==> src/verilog/exec_config.svh <==
/*
 * Execute stage configuration
 * Datapath, program counter, sequence-number and register-address widths
 */

`ifndef EXEC_CONFIG_SVH
`define EXEC_CONFIG_SVH

// ------------------------------------------------
// Datapath
// ------------------------------------------------

`define EXEC_DATA_BITS 32  // Operand and result width
`define EXEC_ADDR_BITS 32  // Program counter width

// ------------------------------------------------
// Tags
// ------------------------------------------------

`define EXEC_SEQ_BITS  5   // Sequence number, up to 32 in flight
`define EXEC_REG_BITS  5   // Destination register address

`endif

==> src/verilog/exec_pkg.sv <==
/*
 * Execute stage types
 * Micro-op encoding, issue and writeback payloads, unit class decode
 */

`include "exec_config.svh"

package exec_pkg;

  // ------------------------------------------------
  // Micro-ops
  // ------------------------------------------------

  typedef enum logic [3:0] {
    OP_ADD   = 4'd0,
    OP_SUB   = 4'd1,
    OP_AND   = 4'd2,
    OP_OR    = 4'd3,
    OP_XOR   = 4'd4,
    OP_SLL   = 4'd5,
    OP_SRL   = 4'd6,
    OP_SRA   = 4'd7,
    OP_SLT   = 4'd8,   // Signed less-than, gives 1 or 0
    OP_MUL   = 4'd9,   // Low half of product
    OP_MULH  = 4'd10,  // High half, signed by signed
    OP_MULHU = 4'd11   // High half, unsigned by unsigned
  } uop_e;

  // ------------------------------------------------
  // Payloads
  // ------------------------------------------------

  // Decode to execute
  typedef struct packed {
    logic [`EXEC_ADDR_BITS-1:0] pc;
    logic [`EXEC_SEQ_BITS-1:0]  seq_num;
    logic [`EXEC_DATA_BITS-1:0] op1;
    logic [`EXEC_DATA_BITS-1:0] op2;
    logic [`EXEC_REG_BITS-1:0]  waddr;
    uop_e                       uop;
  } issue_msg_t;

  // Execute to writeback
  typedef struct packed {
    logic [`EXEC_ADDR_BITS-1:0] pc;
    logic [`EXEC_SEQ_BITS-1:0]  seq_num;
    logic [`EXEC_REG_BITS-1:0]  waddr;
    logic [`EXEC_DATA_BITS-1:0] wdata;
  } wb_msg_t;

  // True for ops handled by the multiplier
  function automatic logic is_mul_op(input uop_e uop);
    return (uop == OP_MUL) || (uop == OP_MULH) || (uop == OP_MULHU);
  endfunction

endpackage

==> src/verilog/exec_dispatch.sv <==
/*
 * Issue dispatcher
 * Steers each micro-op to the ALU or the multiplier by op class
 */

`timescale 1ns/1ps

module exec_dispatch (
  // Issue from decode
  input  logic                 in_val,
  input  exec_pkg::issue_msg_t in_msg,
  output logic                 in_rdy,

  // ALU side
  output logic                 alu_val,
  input  logic                 alu_rdy,

  // Multiplier side
  output logic                 mul_val,
  input  logic                 mul_rdy
);

  // ------------------------------------------------
  // Class decode
  // ------------------------------------------------

  logic sel_mul;  // High steers to the multiplier

  // Only place the unit choice is made
  assign sel_mul = exec_pkg::is_mul_op(in_msg.uop);

  // ------------------------------------------------
  // Handshake steering
  // ------------------------------------------------

  // At most one unit sees a valid
  assign alu_val = in_val & ~sel_mul;
  assign mul_val = in_val &  sel_mul;

  // Ready comes back from the chosen unit only,
  // the other unit's ready is ignored this cycle
  always_comb begin
    if (sel_mul) begin
      in_rdy = mul_rdy;
    end else begin
      in_rdy = alu_rdy;
    end
  end

endmodule

==> src/verilog/alu_unit.sv <==
/*
 * Integer ALU execute unit
 * One registered slot, result computed from the held operands
 */

`timescale 1ns/1ps
`include "exec_config.svh"

module alu_unit (
  input  logic                 clk,
  input  logic                 rst,

  // Issue side
  input  logic                 in_val,
  input  exec_pkg::issue_msg_t in_msg,
  output logic                 in_rdy,

  // Writeback side
  output logic                 out_val,
  output exec_pkg::wb_msg_t    out_msg,
  input  logic                 out_rdy
);

  localparam int W          = `EXEC_DATA_BITS;
  localparam int SHAMT_BITS = $clog2(W);  // 5 for a 32-bit datapath

  // ------------------------------------------------
  // Input slot
  // ------------------------------------------------

  logic                 slot_val;
  exec_pkg::issue_msg_t slot_msg;
  logic                 in_xfer;
  logic                 out_xfer;

  assign in_xfer  = in_val & in_rdy;
  assign out_xfer = out_val & out_rdy;

  // Fill on issue, drain on writeback, else hold
  always_ff @(posedge clk) begin
    if (rst) begin
      slot_val <= 1'b0;
    end else if (in_xfer) begin
      slot_val <= 1'b1;            // Refill wins over drain
    end else if (out_xfer) begin
      slot_val <= 1'b0;
    end
  end

  always_ff @(posedge clk) begin
    if (in_xfer) begin
      slot_msg <= in_msg;
    end
  end

  // Empty slot or draining slot can take a new op
  assign in_rdy  = out_rdy | ~slot_val;
  assign out_val = slot_val;

  // ------------------------------------------------
  // Arithmetic
  // ------------------------------------------------

  logic [W-1:0]          op1;
  logic [W-1:0]          op2;
  logic [SHAMT_BITS-1:0] shamt;
  logic [W-1:0]          result;

  assign op1   = slot_msg.op1;
  assign op2   = slot_msg.op2;
  assign shamt = op2[SHAMT_BITS-1:0];  // Low bits of op2 only

  always_comb begin
    case (slot_msg.uop)
      exec_pkg::OP_ADD: result = op1 + op2;
      exec_pkg::OP_SUB: result = op1 - op2;
      exec_pkg::OP_AND: result = op1 & op2;
      exec_pkg::OP_OR:  result = op1 | op2;
      exec_pkg::OP_XOR: result = op1 ^ op2;
      exec_pkg::OP_SLL: result = op1 << shamt;
      exec_pkg::OP_SRL: result = op1 >> shamt;
      exec_pkg::OP_SRA: result = $signed(op1) >>> shamt;  // Sign fill
      exec_pkg::OP_SLT: result = {{(W-1){1'b0}}, ($signed(op1) < $signed(op2))};
      default:          result = '0;  // Multiplier ops never land here
    endcase
  end

  // ------------------------------------------------
  // Writeback payload
  // ------------------------------------------------

  always_comb begin
    out_msg.pc      = slot_msg.pc;
    out_msg.seq_num = slot_msg.seq_num;
    out_msg.waddr   = slot_msg.waddr;
    out_msg.wdata   = result;
  end

endmodule

==> src/verilog/mul_unit.sv <==
/*
 * Pipelined multiplier execute unit
 * Two stages, MUL, MULH and MULHU, each stage stalls on its own
 */

`timescale 1ns/1ps
`include "exec_config.svh"

module mul_unit (
  input  logic                 clk,
  input  logic                 rst,

  // Issue side
  input  logic                 in_val,
  input  exec_pkg::issue_msg_t in_msg,
  output logic                 in_rdy,

  // Writeback side
  output logic                 out_val,
  output exec_pkg::wb_msg_t    out_msg,
  input  logic                 out_rdy
);

  localparam int W = `EXEC_DATA_BITS;

  // ------------------------------------------------
  // Stage control
  // ------------------------------------------------

  logic s1_val;     // Operands held in stage 1
  logic s2_val;     // Result held in stage 2
  logic s2_rdy;     // Stage 2 free or draining
  logic in_xfer;

  assign s2_rdy  = ~s2_val | out_rdy;
  assign in_rdy  = ~s1_val | s2_rdy;   // Stage 1 frees when it moves on
  assign in_xfer = in_val & in_rdy;

  // ------------------------------------------------
  // Stage 1: operand registers and product
  // ------------------------------------------------

  exec_pkg::issue_msg_t s1_msg;

  always_ff @(posedge clk) begin
    if (rst) begin
      s1_val <= 1'b0;
    end else if (in_xfer) begin
      s1_val <= 1'b1;
    end else if (s2_rdy) begin
      s1_val <= 1'b0;   // Moved into stage 2, or was already empty
    end
  end

  always_ff @(posedge clk) begin
    if (in_xfer) begin
      s1_msg <= in_msg;
    end
  end

  logic                  signed_op;  // Only MULH treats operands as signed
  logic signed [W:0]     op1_ext;    // One extra bit carries the sign
  logic signed [W:0]     op2_ext;
  logic signed [2*W+1:0] product_ext;
  logic [2*W-1:0]        product;

  assign signed_op = (s1_msg.uop == exec_pkg::OP_MULH);

  always_comb begin
    op1_ext     = $signed({signed_op & s1_msg.op1[W-1], s1_msg.op1});
    op2_ext     = $signed({signed_op & s1_msg.op2[W-1], s1_msg.op2});
    product_ext = op1_ext * op2_ext;
    product     = product_ext[2*W-1:0];  // Full product
  end

  // Half select, low half for MUL
  logic [W-1:0] s1_result;

  always_comb begin
    if (s1_msg.uop == exec_pkg::OP_MUL) begin
      s1_result = product[W-1:0];
    end else begin
      s1_result = product[2*W-1:W];  // MULH and MULHU
    end
  end

  // ------------------------------------------------
  // Stage 2: result register
  // ------------------------------------------------

  exec_pkg::wb_msg_t s2_msg;
  exec_pkg::wb_msg_t s2_next;

  always_comb begin
    s2_next.pc      = s1_msg.pc;
    s2_next.seq_num = s1_msg.seq_num;
    s2_next.waddr   = s1_msg.waddr;
    s2_next.wdata   = s1_result;
  end

  always_ff @(posedge clk) begin
    if (rst) begin
      s2_val <= 1'b0;
    end else if (s2_rdy) begin
      s2_val <= s1_val;   // Bubble in when stage 1 is empty
    end
  end

  always_ff @(posedge clk) begin
    if (s2_rdy && s1_val) begin
      s2_msg <= s2_next;
    end
  end

  assign out_val = s2_val;
  assign out_msg = s2_msg;

endmodule

==> src/verilog/wb_arbiter.sv <==
/*
 * Writeback arbiter
 * Round-robin join of two result streams onto one writeback port
 */

`timescale 1ns/1ps

module wb_arbiter (
  input  logic              clk,
  input  logic              rst,

  // Requester 0
  input  logic              req0_val,
  input  exec_pkg::wb_msg_t req0_msg,
  output logic              req0_rdy,

  // Requester 1
  input  logic              req1_val,
  input  exec_pkg::wb_msg_t req1_msg,
  output logic              req1_rdy,

  // Writeback port
  output logic              out_val,
  output exec_pkg::wb_msg_t out_msg,
  input  logic              out_rdy
);

  // ------------------------------------------------
  // Grant state
  // ------------------------------------------------

  logic prio;     // Favored requester, 0 after reset
  logic hold;     // Last grant stalled, keep it
  logic gnt_q;    // Grant of the last cycle
  logic gnt;      // Grant this cycle, 1 selects requester 1
  logic xfer;

  // Round robin unless a stalled grant is pending
  always_comb begin
    if (hold) begin
      gnt = gnt_q;
    end else if (prio) begin
      gnt = req1_val | ~req0_val;
    end else begin
      gnt = req1_val & ~req0_val;
    end
  end

  assign xfer = out_val & out_rdy;

  always_ff @(posedge clk) begin
    if (rst) begin
      prio  <= 1'b0;
      hold  <= 1'b0;
      gnt_q <= 1'b0;
    end else begin
      hold  <= out_val & ~out_rdy;   // Offered but not taken
      gnt_q <= gnt;
      if (xfer) begin
        prio <= ~gnt;                // Move past the winner
      end
    end
  end

  // ------------------------------------------------
  // Output mux and ready return
  // ------------------------------------------------

  assign out_val  = gnt ? req1_val : req0_val;
  assign out_msg  = gnt ? req1_msg : req0_msg;

  assign req0_rdy = out_rdy & ~gnt;  // Loser sees no ready
  assign req1_rdy = out_rdy &  gnt;

endmodule

==> src/verilog/exec_top.sv <==
/*
 * Execute stage top level
 * Dispatcher, ALU, multiplier and shared writeback arbiter
 */

`timescale 1ns/1ps

module exec_top (
  input  logic                 clk,
  input  logic                 rst,

  // Issue from decode
  input  logic                 in_val,
  output logic                 in_rdy,
  input  exec_pkg::issue_msg_t in_msg,

  // Writeback
  output logic                 out_val,
  input  logic                 out_rdy,
  output exec_pkg::wb_msg_t    out_msg
);

  // ------------------------------------------------
  // Internal streams
  // ------------------------------------------------

  logic              alu_in_val;   // Dispatch to ALU
  logic              alu_in_rdy;
  logic              mul_in_val;   // Dispatch to multiplier
  logic              mul_in_rdy;

  logic              alu_wb_val;   // ALU to arbiter
  logic              alu_wb_rdy;
  exec_pkg::wb_msg_t alu_wb_msg;
  logic              mul_wb_val;   // Multiplier to arbiter
  logic              mul_wb_rdy;
  exec_pkg::wb_msg_t mul_wb_msg;

  // ------------------------------------------------
  // Blocks
  // ------------------------------------------------

  exec_dispatch u_dispatch (
    .in_val  (in_val),
    .in_msg  (in_msg),
    .in_rdy  (in_rdy),
    .alu_val (alu_in_val),
    .alu_rdy (alu_in_rdy),
    .mul_val (mul_in_val),
    .mul_rdy (mul_in_rdy)
  );

  // Both units see the issue payload unchanged
  alu_unit u_alu (
    .clk     (clk),
    .rst     (rst),
    .in_val  (alu_in_val),
    .in_msg  (in_msg),
    .in_rdy  (alu_in_rdy),
    .out_val (alu_wb_val),
    .out_msg (alu_wb_msg),
    .out_rdy (alu_wb_rdy)
  );

  mul_unit u_mul (
    .clk     (clk),
    .rst     (rst),
    .in_val  (mul_in_val),
    .in_msg  (in_msg),
    .in_rdy  (mul_in_rdy),
    .out_val (mul_wb_val),
    .out_msg (mul_wb_msg),
    .out_rdy (mul_wb_rdy)
  );

  // ALU is requester 0, favored after reset
  wb_arbiter u_arb (
    .clk      (clk),
    .rst      (rst),
    .req0_val (alu_wb_val),
    .req0_msg (alu_wb_msg),
    .req0_rdy (alu_wb_rdy),
    .req1_val (mul_wb_val),
    .req1_msg (mul_wb_msg),
    .req1_rdy (mul_wb_rdy),
    .out_val  (out_val),
    .out_msg  (out_msg),
    .out_rdy  (out_rdy)
  );

endmodule

==> config.mk <==
export PLATFORM = sky130hd
export DESIGN_NAME = exec_top
export DESIGN_NICKNAME = d
export VERILOG_FILES = /design/src/verilog/exec_pkg.sv /design/src/verilog/exec_dispatch.sv /design/src/verilog/alu_unit.sv /design/src/verilog/mul_unit.sv /design/src/verilog/wb_arbiter.sv /design/src/verilog/exec_top.sv
export VERILOG_INCLUDE_DIRS = /design/src /design/src/verilog
export SDC_FILE = /design/constraint.sdc
export NUM_CORES = 2
export LEC_CHECK = 0
export ABC_AREA = 1
export BUFFER_PORTS_ARGS = -buffer_cell sky130_fd_sc_hd__buf_2
export CORE_MARGIN = 4
export CORE_UTILIZATION = 35
export CTS_CLUSTER_DIAMETER = 60
export DETAILED_ROUTE_END_ITERATION = 12
export GPL_TIMING_DRIVEN = 0
export PLACE_DENSITY = 0.6
export SETUP_SLACK_MARGIN = 0.2
export SLEW_MARGIN = 30
export SYNTH_ARGS = -nofsm -noshare
export SYNTH_HDL_FRONTEND = slang
export SYNTH_SLANG_ARGS = --single-unit
==> constraint.sdc <==
create_clock -name clk -period 18.2 [get_ports clk]
set_input_delay 0.91 -clock clk [delete_from_list [all_inputs] [get_ports clk]]
set_output_delay 0.91 -clock clk [all_outputs]
set_load 0.03 [all_outputs]
==> impl_table.tex <==
\begin{tabular}{lr}
\hline
Metric & Value \\
\hline
\multicolumn{2}{l}{\textbf{Synthesis}} \\
\quad Post-Synthesis Mean Instance Area & approximately 8 um\^{}2 \\
\quad Dominant synthesized flop cell & sky130\_fd\_sc\_hd\_\_edfxtp\_1 \\
\quad Distinct cells, synth & 58 \\
\quad Synth Register Bits & 300 \\
\quad Top post-synthesis cells by area & sky130\_fd\_sc\_hd\_\_fa\_1, sky130\_fd\_sc\_hd\_\_edfxtp\_1, sky130\_fd\_sc\_hd\_\_nand2\_1 \\
\quad Share of synthesized area occupied by flip-flops and latches & between 10\% and 20\% \\
\quad Most frequent cells after synthesis & sky130\_fd\_sc\_hd\_\_nand2\_1, sky130\_fd\_sc\_hd\_\_inv\_1, sky130\_fd\_sc\_hd\_\_fa\_1 \\
\quad Post-Syn Area & about 60000 um\^{}2 \\
\quad Syn. warnings & 0 \\
\quad Cell accounting for the most synthesized area & sky130\_fd\_sc\_hd\_\_fa\_1 \\
\quad EDFF count, synth & 294 \\
\quad Fraction of synthesized cell area taken by the top area cell type & roughly 38\% \\
\quad Mapped Nets & around 9k \\
\quad Top-count cell post-synth & sky130\_fd\_sc\_hd\_\_nand2\_1 \\
\quad Async S/R FF share, synth & 0\% \\
\quad Syn Inst Count & $\sim$7.7k \\
\multicolumn{2}{l}{\textbf{Final layout}} \\
\quad Multi-input gate area & between 40000 and 50000 um\^{}2 \\
\quad Filler cell count in the final layout & between 15k and 20k \\
\quad Fraction of layout cells with a size suffix above 1 & 6.55\% \\
\quad Reg area & 8950 um\^{}2 \\
\quad Nets & roughly 9.5k \\
\quad Area growth from synthesis to layout & 9.18\% \\
\multicolumn{2}{l}{\textbf{Setup path}} \\
\quad CP startpoint kind & register \\
\quad CP Data Arrival Time & 10.12 ns \\
\quad Start point of the critical path & u\_mul.s1\_msg[2]\$\_DFFE\_PP\_ \\
\quad Slowest stage cell, crit path & sky130\_fd\_sc\_hd\_\_fa\_1 \\
\quad Peak fanout along the critical path & 10 \\
\quad Slowest Stage Delay on Critical Path & between 1 and 1.5 ns \\
\quad Worst setup path class & reg2reg \\
\quad Type of destination of the critical path & register \\
\quad Critical R2R Launch & u\_mul.s1\_msg[2]\$\_DFFE\_PP\_ \\
\quad WP data required & around 19 ns \\
\multicolumn{2}{l}{\textbf{Drt}} \\
\quad Routed vias & 53.8k \\
\quad Met2 layer wire length in the routed design & 134000 um \\
\quad WL met3 & approximately 26000 um \\
\quad DRC viols & 0 \\
\quad Routed wirelength normalized by instance count & between 20 and 30 um \\
\quad Total Wirelength & 295000 um \\
\quad M1 wire length & 120000 um \\
\quad DRT Pass-1 Iters & 8 \\
\quad First-iteration detailed-routing DRC count & between 5k and 6k \\
\quad Number of nets with antenna violations after detailed routing & 0 \\
\quad Avg Vias per Cell & 5.27 \\
\quad Top sig layer & met5 \\
\multicolumn{2}{l}{\textbf{Timing}} \\
\quad Final hold violation count & 0 \\
\quad Final setup violation count & 0 \\
\quad RSZ-0062 raised after global routing & no \\
\quad Final Slew Violations & 0 \\
\quad Transition time at the pin with the least slew margin & 1.14 ns \\
\quad Normalized max-slew margin & between 20\% and 30\% \\
\quad Shortest period the worst path allows & $\sim$10 ns \\
\quad Layout Skew & about 0.038 ns \\
\quad Upper clock frequency limit & 102 MHz \\
\quad Summed negative setup slack over all endpoints & 0 ns \\
\quad Share of the clock period used by the worst path after layout & 53.8\% \\
\multicolumn{2}{l}{\textbf{Floorplan}} \\
\quad Vertical extent of the die & between 400 and 500 um \\
\quad Placeable core region & roughly 170000 um\^{}2 \\
\quad Placement row count & roughly 150 \\
\quad Chip Width & between 400 and 500 um \\
\quad \# IOs & 190 \\
\quad Full die area & 178000 um\^{}2 \\
\quad Initial Util & 35.3\% \\
\multicolumn{2}{l}{\textbf{CTS}} \\
\quad CTS tree & built \\
\quad Clock-pin slew on the worst setup and hold paths & roughly 0.060 ns \\
\quad Number of hold-repair buffers added at the cts stage & 0 \\
\quad Number of sinks driven by the clock tree & 300 \\
\quad Cell at the root of the clock tree & sky130\_fd\_sc\_hd\_\_clkbuf\_16 \\
\quad H-tree lvl count & 2 \\
\quad Clk\_lat worst skew & around 0.60 ns \\
\quad Number of setup buffers added after CTS & 0 \\
\quad Bufs on Longest Clock Path & 3 \\
\quad TritonCTS buffer count & 40 \\
\quad Number of instances resized during post-cts repair & 0 \\
\multicolumn{2}{l}{\textbf{Global route}} \\
\quad Grt ovf & 0 \\
\quad Global-route wire length before repair & 414000 um \\
\quad Number of antenna violations at the first check in global routing & 30 \\
\quad Maximum number of pins on one net before global-route repair & 73 \\
\quad Number of global-route vias before repair & $\sim$55k \\
\quad Overall global routing resource usage & between 30\% and 40\% \\
\multicolumn{2}{l}{\textbf{Place}} \\
\quad HPWL Detailed & around 250000 um \\
\quad Count of buffers from port buffering & 189 \\
\quad Routability-driven placement congestion ratio & $\sim$1 \\
\multicolumn{2}{l}{\textbf{Run}} \\
\quad Max-capacitance violation count & 0 \\
\multicolumn{2}{l}{\textbf{Worst hold path}} \\
\quad HP Class & reg2reg \\
\quad Source of the worst hold timing path & u\_mul.s1\_msg[91]\$\_DFFE\_PP\_ \\
\multicolumn{2}{l}{\textbf{Run status}} \\
\quad Run status & completed \\
\hline
\end{tabular}
## critical path, delay by kind of cell, from the launching register on
family,cells,cell delay (ns)
DFF,1,0.35
buffers and inverters,8,1.35
and+or+nand+nor,13,2.32
adders and majority gates,9,5.47
## layout make-up
class | instances | area share (%)
multi-input cells | 5200 | 65.1
flip-flops and latches | 300 | 13.6
inverters | 1842 | 10.6
well taps | 2218 | 4.23
plain buffers | 341 | 2.40
repair buffers | 203 | 1.87
clock buffers | 46 | 1.58
clock inverters | 25 | 0.502
diodes | 18 | 0.0687
## final timing paths
| kind | slack (ns) | cells after the start | endpoint |
|---|---|---|---|
| hold / removal | 0.41 | 0 | u_mul.out_msg[55]$_DFFE_PP_ |
| setup / recovery | 8.40 | 30 | u_mul.out_msg[27]$_DFFE_PP_ |
| hold reg to reg | 0.41 | 0 | u_mul.out_msg[55]$_DFFE_PP_ |
| setup reg to reg | 8.40 | 30 | u_mul.out_msg[27]$_DFFE_PP_ |
## through the flow
step | std cells | hold WS, ns | area [um^2] | setup WS, ns | util [%]
global route | 10175 | 0.407 | 65600 | 7.90 | 38.6
floorplan | 7683 | 0.400 | 60100 | 10.78 | -
finish | 10193 | 0.409 | 65600 | 8.40 | 38.6
CTS | 10173 | 0.409 | 65500 | 8.45 | 38.5
detailed placement | 10102 | 0.405 | 64200 | 8.47 | 37.7
global placement | 10090 | 0.400 | 63800 | 7.13 | 37.5
## state kept, by name, summed over array words and instances (netlist names), 4 cells and up
register,flops
u_mul.out_msg,74
u_mul.s1_msg,46
u_alu.out_msg,42
u_alu.op1,32
u_alu.op2,32
u_mul.op1_ext,32
u_mul.op2_ext,32
u_alu.slot_msg,4
## kinds of logic after synthesis
family	Yosys count	share of synthesized area [%]
xor gates and xnor gates	27	0.394
buffers and inverters	2183	14.0
muxes	1	0.0167
and+or+nand+nor	3255	22.2
AOI/OAI and AO/OA	481	4.45
DFF	300	14.9
adders and majority gates	1436	44.0
## placed cells by master (no fill, tap or decap), types with 7 or more instances in the layout
cell | synthesis | final
sky130_fd_sc_hd__a21oi_1 | 196 | 195
sky130_fd_sc_hd__and2_1 | 12 | 12
sky130_fd_sc_hd__buf_1 | 11 | 11
sky130_fd_sc_hd__buf_16 | 0 | 7
sky130_fd_sc_hd__buf_2 | 56 | 245
sky130_fd_sc_hd__buf_4 | 14 | 15
sky130_fd_sc_hd__buf_6 | 11 | 14
sky130_fd_sc_hd__clkbuf_1 | 246 | 189
sky130_fd_sc_hd__clkbuf_16 | 0 | 40
sky130_fd_sc_hd__clkbuf_2 | 2 | 64
sky130_fd_sc_hd__diode_2 | 0 | 18
sky130_fd_sc_hd__edfxtp_1 | 294 | 294
sky130_fd_sc_hd__fa_1 | 1127 | 1126
sky130_fd_sc_hd__ha_1 | 309 | 309
sky130_fd_sc_hd__inv_1 | 1818 | 1817
sky130_fd_sc_hd__inv_2 | 20 | 20
sky130_fd_sc_hd__inv_8 | 1 | 9
sky130_fd_sc_hd__nand2_1 | 2258 | 2258
sky130_fd_sc_hd__nand2_2 | 25 | 25
sky130_fd_sc_hd__nand3_1 | 446 | 446
sky130_fd_sc_hd__nand3_2 | 7 | 7
sky130_fd_sc_hd__nand3b_1 | 10 | 10
sky130_fd_sc_hd__nand4_1 | 51 | 51
sky130_fd_sc_hd__nor2_1 | 355 | 354
sky130_fd_sc_hd__nor2_4 | 10 | 12
sky130_fd_sc_hd__nor3_1 | 45 | 45
sky130_fd_sc_hd__o211ai_1 | 24 | 24
sky130_fd_sc_hd__o21ai_0 | 152 | 152
sky130_fd_sc_hd__o21ai_1 | 31 | 31
sky130_fd_sc_hd__o21bai_1 | 16 | 16
sky130_fd_sc_hd__o22ai_1 | 20 | 20
sky130_fd_sc_hd__or2_2 | 12 | 12
sky130_fd_sc_hd__xnor2_1 | 11 | 11
sky130_fd_sc_hd__xor2_1 | 16 | 16
## metal layers
| layer | track usage (%) | up-vias |
|---|---|---|
| met1 | 43.0 | 27472 |
| met5 | 0 | - |
| li1 | - | 23251 |
| met3 | 7.34 | 511 |
| met2 | 52.3 | 2502 |
| met4 | 13.3 | 16 |
Power is not shown: default switching activity piles up to over one toggle a cycle in this logic, so the estimate is an artifact.
